### src/hdl/spm_defs.svh
// size macros for the banked scratchpad, included by every file that sizes the design.
`ifndef SPM_DEFS_SVH
`define SPM_DEFS_SVH

//////////////////////////////////////////////////
// memory geometry
//////////////////////////////////////////////////

// total word width in bits.
`define SPM_WIDTH 32

// total depth in words.
`define SPM_ELS 256

// width banks, must divide SPM_WIDTH.
`define SPM_NUM_WIDTH_BANK 2

// depth banks, must divide SPM_ELS.
`define SPM_NUM_DEPTH_BANK 4

//////////////////////////////////////////////////
// response path
//////////////////////////////////////////////////

`define SPM_RESP_DEPTH 2 // entries in the response fifo.

`endif

### src/hdl/spm_pkg.sv
// shared types of the scratchpad, imported by the modules that carry addresses or data.
`include "spm_defs.svh"

package spm_pkg;

  //////////////////////////////////////////////////
  // plain vector types
  //////////////////////////////////////////////////

  // word address over the whole store.
  typedef logic [$clog2(`SPM_ELS)-1:0] spm_addr_t;

  // one full data word, all width banks together.
  typedef logic [`SPM_WIDTH-1:0] spm_data_t;

  // index width of the depth banks, kept at one bit or more.
  localparam int SPM_BANK_IDX_W =
    ($clog2(`SPM_NUM_DEPTH_BANK) > 0) ? $clog2(`SPM_NUM_DEPTH_BANK) : 1;

  // depth bank select, taken from the low address bits.
  typedef logic [SPM_BANK_IDX_W-1:0] spm_bank_idx_t;

  //////////////////////////////////////////////////
  // request bundle
  //////////////////////////////////////////////////

  typedef struct packed {
    logic      we;    // write when set, read otherwise.
    spm_addr_t addr;  // word address.
    spm_data_t wdata; // write data, ignored on reads.
  } spm_req_t;

endpackage

### src/hdl/spm_resp_buffer.sv
// response FIFO between the array and the response port, reports its free slots to the controller.
`include "spm_defs.svh"

module spm_resp_buffer
  import spm_pkg::*;
#(
  parameter int DEPTH = `SPM_RESP_DEPTH
) (
  input  logic                         clk_i,
  input  logic                         rst_n_i,
  input  logic                         push_i,
  input  spm_data_t                    data_i,
  output logic [$clog2(DEPTH + 1)-1:0] free_o,
  output logic                         valid_o,
  output spm_data_t                    data_o,
  input  logic                         ready_i
);

  localparam int PTR_W = (DEPTH > 1) ? $clog2(DEPTH) : 1;
  localparam int CNT_W = $clog2(DEPTH + 1);

  typedef logic [PTR_W-1:0] ptr_t;

  spm_data_t        mem [DEPTH]; // entry storage.
  ptr_t             wr_ptr_r;
  ptr_t             rd_ptr_r;
  logic [CNT_W-1:0] count_r;
  logic             pop;

  // wrap at DEPTH, which need not be a power of two.
  function automatic ptr_t ptr_inc(ptr_t p);
    return (p == ptr_t'(DEPTH - 1)) ? '0 : ptr_t'(p + 1'b1);
  endfunction

  assign pop = valid_o && ready_i;

  //////////////////////////////////////////////////
  // pointers and occupancy
  //////////////////////////////////////////////////

  always_ff @(posedge clk_i or negedge rst_n_i) begin
    if (!rst_n_i) begin
      wr_ptr_r <= '0;
      rd_ptr_r <= '0;
      count_r  <= '0;
    end else begin
      if (push_i) wr_ptr_r <= ptr_inc(wr_ptr_r);
      if (pop)    rd_ptr_r <= ptr_inc(rd_ptr_r);
      case ({push_i, pop})
        2'b10:   count_r <= count_r + 1'b1;
        2'b01:   count_r <= count_r - 1'b1;
        default: count_r <= count_r; // none, or push and pop together.
      endcase
    end
  end

  always_ff @(posedge clk_i) begin
    if (push_i) begin
      mem[wr_ptr_r] <= data_i;
    end
  end

  assign valid_o = (count_r != '0);
  assign data_o  = mem[rd_ptr_r];         // head entry.
  assign free_o  = CNT_W'(DEPTH) - count_r;

endmodule

### config.mk
export PLATFORM = sky130hd
export DESIGN_NAME = spm_resp_buffer
export DESIGN_NICKNAME = d
export VERILOG_FILES = /design/src/hdl/spm_pkg.sv /design/src/hdl/spm_resp_buffer.sv
export VERILOG_INCLUDE_DIRS = /design/src /design/src/hdl
export SDC_FILE = /design/constraint.sdc
export NUM_CORES = 1
export LEC_CHECK = 0
export ABC_AREA = 1
export BUFFER_PORTS_ARGS = -buffer_cell sky130_fd_sc_hd__buf_2
export CORE_MARGIN = 5
export CORE_UTILIZATION = 45
export CTS_CLUSTER_SIZE = 10
export DETAILED_ROUTE_END_ITERATION = 6
export GPL_TIMING_DRIVEN = 1
export MAX_ROUTING_LAYER = met4
export PLACE_DENSITY = 0.77
export SETUP_SLACK_MARGIN = 0.3
export SLEW_MARGIN = 20
export SYNTH_ARGS = -nofsm -noshare
export SYNTH_HDL_FRONTEND = slang
export SYNTH_SLANG_ARGS = --single-unit
### constraint.sdc
create_clock -name clk_i -period 6.9 [get_ports clk_i]
set_clock_uncertainty 0.2 [all_clocks]
set_input_delay 1.38 -clock clk_i [delete_from_list [all_inputs] [get_ports clk_i]]
set_output_delay 1.38 -clock clk_i [all_outputs]
set_load 0.02 [all_outputs]
==> impl_metrics.prom <==
# TYPE chip_impl_metric gauge
chip_impl_info{name="library_cell_contributing_the_largest_single_delay_on_the_critical_path",value="sky130_fd_sc_hd__dfrtp_1"} 1
chip_impl_metric{name="synth_cells",unit=""} 196
chip_impl_metric{name="synth.yosys.seq_area_share",unit="%"} 77.0
chip_impl_info{name="startpoint_type",value="flip-flop"} 1
chip_impl_metric{name="grt_pass1_wl",unit="um"} 6820
chip_impl_metric{name="fp-row-count",unit=""} 27
chip_impl_metric{name="wl_met1",unit="um"} 1590
chip_impl_metric{name="wirelength",unit="um"} 4220
chip_impl_metric{name="timing.setup.tns",unit="ns"} 0
chip_impl_metric{name="io_pins",unit=""} 71
chip_impl_metric{name="final_layout_size_suffix_gt1_share",unit="%"} 34.1
chip_impl_info{name="grt_setup_unrepaired",value="false"} 1
chip_impl_metric{name="num_antenna_cells",unit=""} 0
chip_impl_metric{name="route.detailed.wl_per_inst",unit="um"} 12.1
chip_impl_metric{name="drc_errors",unit=""} 0
chip_impl_metric{name="drt_iter0_markers",unit=""} 57
chip_impl_metric{name="finalHoldViolations",unit=""} 0
chip_impl_metric{name="yosysUniqueCellTypes",unit=""} 15
chip_impl_metric{name="cts-buffers-inserted",unit=""} 9
chip_impl_info{name="crit_top_cell",value="sky130_fd_sc_hd__nand2_1"} 1
chip_impl_info{name="tritoncts_clock_tree",value="built"} 1
chip_impl_metric{name="gp_routability_congestion",unit=""} 0.703
chip_impl_info{name="endpoint_kind",value="output port"} 1
chip_impl_metric{name="worst-slew-pin-transition",unit="ns"} 0.879
chip_impl_info{name="dr.max_layer_used",value="met4"} 1
chip_impl_metric{name="timing.max_slew.rel_slack",unit="%"} 41.3
chip_impl_metric{name="cts_sinks",unit=""} 68
chip_impl_metric{name="postSynthAreaPerCell",unit="um2"} 13.4
chip_impl_metric{name="track_usage",unit="%"} 12.6
chip_impl_metric{name="ir_drop",unit="V"} 0.000300
chip_impl_metric{name="postSynthRegisterBits",unit=""} 68
chip_impl_metric{name="dieHeight",unit="um"} 86.4
chip_impl_info{name="critPathKind",value="flip-flop to output port"} 1
chip_impl_metric{name="first_pass_iters",unit=""} 4
chip_impl_metric{name="leakage",unit="uW"} 0.00140
chip_impl_metric{name="clkSlewWorstSetupHoldPaths",unit="ns"} 0.06
chip_impl_metric{name="post-layout-total-power",unit="uW"} 1340
chip_impl_metric{name="critPathRequiredTime",unit="ns"} 5.32
chip_impl_metric{name="critical_path.n_buffers_inverters",unit=""} 3
chip_impl_metric{name="clockBufferDepth",unit=""} 2
chip_impl_metric{name="power-per-cell-area",unit="nW/um2"} 423
chip_impl_metric{name="overflow",unit=""} 0
chip_impl_metric{name="fp.dieArea",unit="um2"} 7460
chip_impl_metric{name="synth.cell_area",unit="um2"} 2630
chip_impl_metric{name="arrival",unit="ns"} 1.49
chip_impl_metric{name="routed_via_density",unit=""} 4.49
chip_impl_metric{name="dr_wl_met2",unit="um"} 2180
chip_impl_metric{name="vias",unit=""} 1563
chip_impl_metric{name="die-width",unit="um"} 86.4
chip_impl_metric{name="post_cts.resized_instances",unit=""} 0
chip_impl_metric{name="start_util",unit="%"} 47.1
chip_impl_info{name="timing.critical_path.max_delay_family",value="buffers and inverters"} 1
chip_impl_metric{name="area_delta_synth_final",unit="%"} 20.2
chip_impl_metric{name="cts_hold_repair.buffers",unit=""} 0
chip_impl_metric{name="initial_antenna_violation_count",unit=""} 0
chip_impl_metric{name="portBuffers",unit=""} 70
chip_impl_metric{name="slew_viol_final",unit=""} 0
chip_impl_metric{name="worst-path-max-fanout",unit=""} 33
chip_impl_metric{name="final_min_period_over_clock_period",unit="%"} 44.4
chip_impl_info{name="worst_hold_check_path_type",value="flip-flop to flip-flop"} 1
chip_impl_metric{name="syn-num-nets",unit=""} 234
chip_impl_metric{name="first_global_vias",unit=""} 1592
chip_impl_metric{name="critical_path.max_stage_delay",unit="ns"} 0.36
chip_impl_metric{name="clk_latency",unit="ns"} 0.32
chip_impl_info{name="clk_root_buffer_cell",value="sky130_fd_sc_hd__clkbuf_8"} 1
chip_impl_info{name="outcome",value="complete, no violations"} 1
chip_impl_metric{name="finish.utilization",unit="%"} 56.6
chip_impl_metric{name="cap_violations",unit=""} 0
chip_impl_metric{name="setup_violations",unit=""} 0
chip_impl_metric{name="maximum_number_of_pins_on_one_net_before_global_route_repair",unit=""} 34
chip_impl_metric{name="dpl.hpwl",unit="um"} 2780
chip_impl_metric{name="drt.antenna.violating_nets",unit=""} 0
chip_impl_metric{name="clock_tree.htree_level_count",unit=""} 3
chip_impl_metric{name="period_needed",unit="ns"} 3.07
chip_impl_metric{name="synth-warning-count",unit=""} 0
chip_impl_metric{name="met3WireLength",unit="um"} 352
chip_impl_metric{name="fill_cells",unit=""} 481
chip_impl_info{name="crit_chain",value="buf_4, inv_8, nand2_1, nand2_1, buf_2"} 1
chip_impl_metric{name="maxClockFrequency",unit="MHz"} 326
chip_impl_metric{name="num-nets-final",unit=""} 309
chip_impl_metric{name="cts_setup_buffers",unit=""} 0
chip_impl_metric{name="placeableCoreArea",unit="um2"} 5570
-- sequential cells by signal (all words and copies together) (netlist names) --
| signal | flops |
|---|---|
| wr_ptr_r | 1 |
| rd_ptr_r | 1 |
| count_r | 2 |
| mem | 64 |
-- synthesized netlist by cell type --
cell,number,area share [%]
sky130_fd_sc_hd__ha_1,2,0.95
sky130_fd_sc_hd__inv_1,9,1.3
sky130_fd_sc_hd__dfrtp_1,4,3.8
sky130_fd_sc_hd__buf_4,4,1.1
sky130_fd_sc_hd__nor2_1,1,0.14
sky130_fd_sc_hd__nand3_1,1,0.19
sky130_fd_sc_hd__nand2_1,92,13
sky130_fd_sc_hd__buf_6,3,1.3
sky130_fd_sc_hd__xnor2_1,1,0.33
sky130_fd_sc_hd__edfxtp_1,64,73
sky130_fd_sc_hd__inv_8,1,0.43
sky130_fd_sc_hd__nand2_2,10,2.4
sky130_fd_sc_hd__nand4_1,1,0.24
sky130_fd_sc_hd__buf_12,1,0.76
sky130_fd_sc_hd__xor2_1,2,0.67
-- worst min-delay path, delay by kind of cell (launching register included) --
family	cells	cell delay (ns)
flops	1	0.34
simple gates	2	0.10
-- metal layers --
layer	GRT usage (%)	vias up
met5	-	-
met4	6.37	0
met3	4.09	10
met2	22.0	57
met1	12.4	700
li1	-	796
-- report_power, final --
group | switching (uW) | leakage [uW] | internal, uW
combinational | 358 | 0.000677 | 150
clock | 125 | 0.0000769 | 126
sequential | 25.7 | 0.000648 | 551
total | 509 | 0.00140 | 827
-- cell type report --
| cell class | count | area (um2) | share of cell area, % |
|---|---|---|---|
| Clock buffer | 12 | 135 | 4.28 |
| Clock inverter | 4 | 16.3 | 0.515 |
| Inverter | 10 | 45.0 | 1.43 |
| Multi-Input combinational cell | 110 | 482 | 15.3 |
| Sequential cell | 68 | 2020 | 64.1 |
| Tap cell | 72 | 90.1 | 2.85 |
| Timing Repair Buffer | 72 | 365 | 11.6 |
-- stage by stage --
step / hold WS, ns / instances / setup WS (ns) / cell area, um2
after global placement: 0.255 / 332 / 4.08 / 3000
after CTS: 0.282 / 348 / 3.80 / 3160
final: 0.277 / 348 / 3.83 / 3160
after detailed placement: 0.267 / 332 / 4.04 / 3000
after global routing: 0.322 / 348 / 3.68 / 3160
after floorplan: 0.242 / 196 / 3.49 / 2630
-- path summary, 6_finish.rpt --
path                            cells past startpoint                    from                      to  slack [ns]
worst max-delay path                                5    rd_ptr_r$_DFFE_PN0P_              data_o[18]        3.83
worst min-delay path                                2  count_r[1]$_DFFE_PN0P_  count_r[1]$_DFFE_PN0P_        0.28
worst max register to register                      1    wr_ptr_r$_DFFE_PN0P_    mem[0][29]$_DFFE_PP_        5.18
worst min register to register                      2  count_r[1]$_DFFE_PN0P_  count_r[1]$_DFFE_PN0P_        0.28
max in group asynchronous                           1                 rst_n_i    rd_ptr_r$_DFFE_PN0P_        5.73
min in group asynchronous                           1                 rst_n_i  count_r[1]$_DFFE_PN0P_        0.65
-- logic make-up (layout without fill, tap and decap cells) --
| logic type | count (synthesis) | count (layout) | synth area share [%] |
|---|---|---|---|
| simple gates | 105 | 105 | 16.1 |
| fa+ha+maj | 2 | 2 | 0.953 |
| flops | 68 | 68 | 77.0 |
| xor+xnor | 3 | 3 | 1.00 |
| buf+inv | 18 | 98 | 4.91 |
-- layout by cell type (no fill, tap or decap) --
| master | instances |
|---|---|
| sky130_fd_sc_hd__inv_1 | 9 |
| sky130_fd_sc_hd__nand4_1 | 1 |
| sky130_fd_sc_hd__nand2_1 | 92 |
| sky130_fd_sc_hd__buf_2 | 70 |
| sky130_fd_sc_hd__inv_8 | 1 |
| sky130_fd_sc_hd__clkinv_1 | 3 |
| sky130_fd_sc_hd__xnor2_1 | 1 |
| sky130_fd_sc_hd__dfrtp_1 | 4 |
| sky130_fd_sc_hd__edfxtp_1 | 64 |
| sky130_fd_sc_hd__clkbuf_8 | 9 |
| sky130_fd_sc_hd__buf_4 | 2 |
| sky130_fd_sc_hd__ha_1 | 2 |
| sky130_fd_sc_hd__clkinv_2 | 1 |
| sky130_fd_sc_hd__clkbuf_1 | 3 |
| sky130_fd_sc_hd__nand3_1 | 1 |
| sky130_fd_sc_hd__nand2_2 | 10 |
| sky130_fd_sc_hd__nor2_4 | 1 |
| sky130_fd_sc_hd__xor2_1 | 2 |
(Power assumes the default switching activity.)
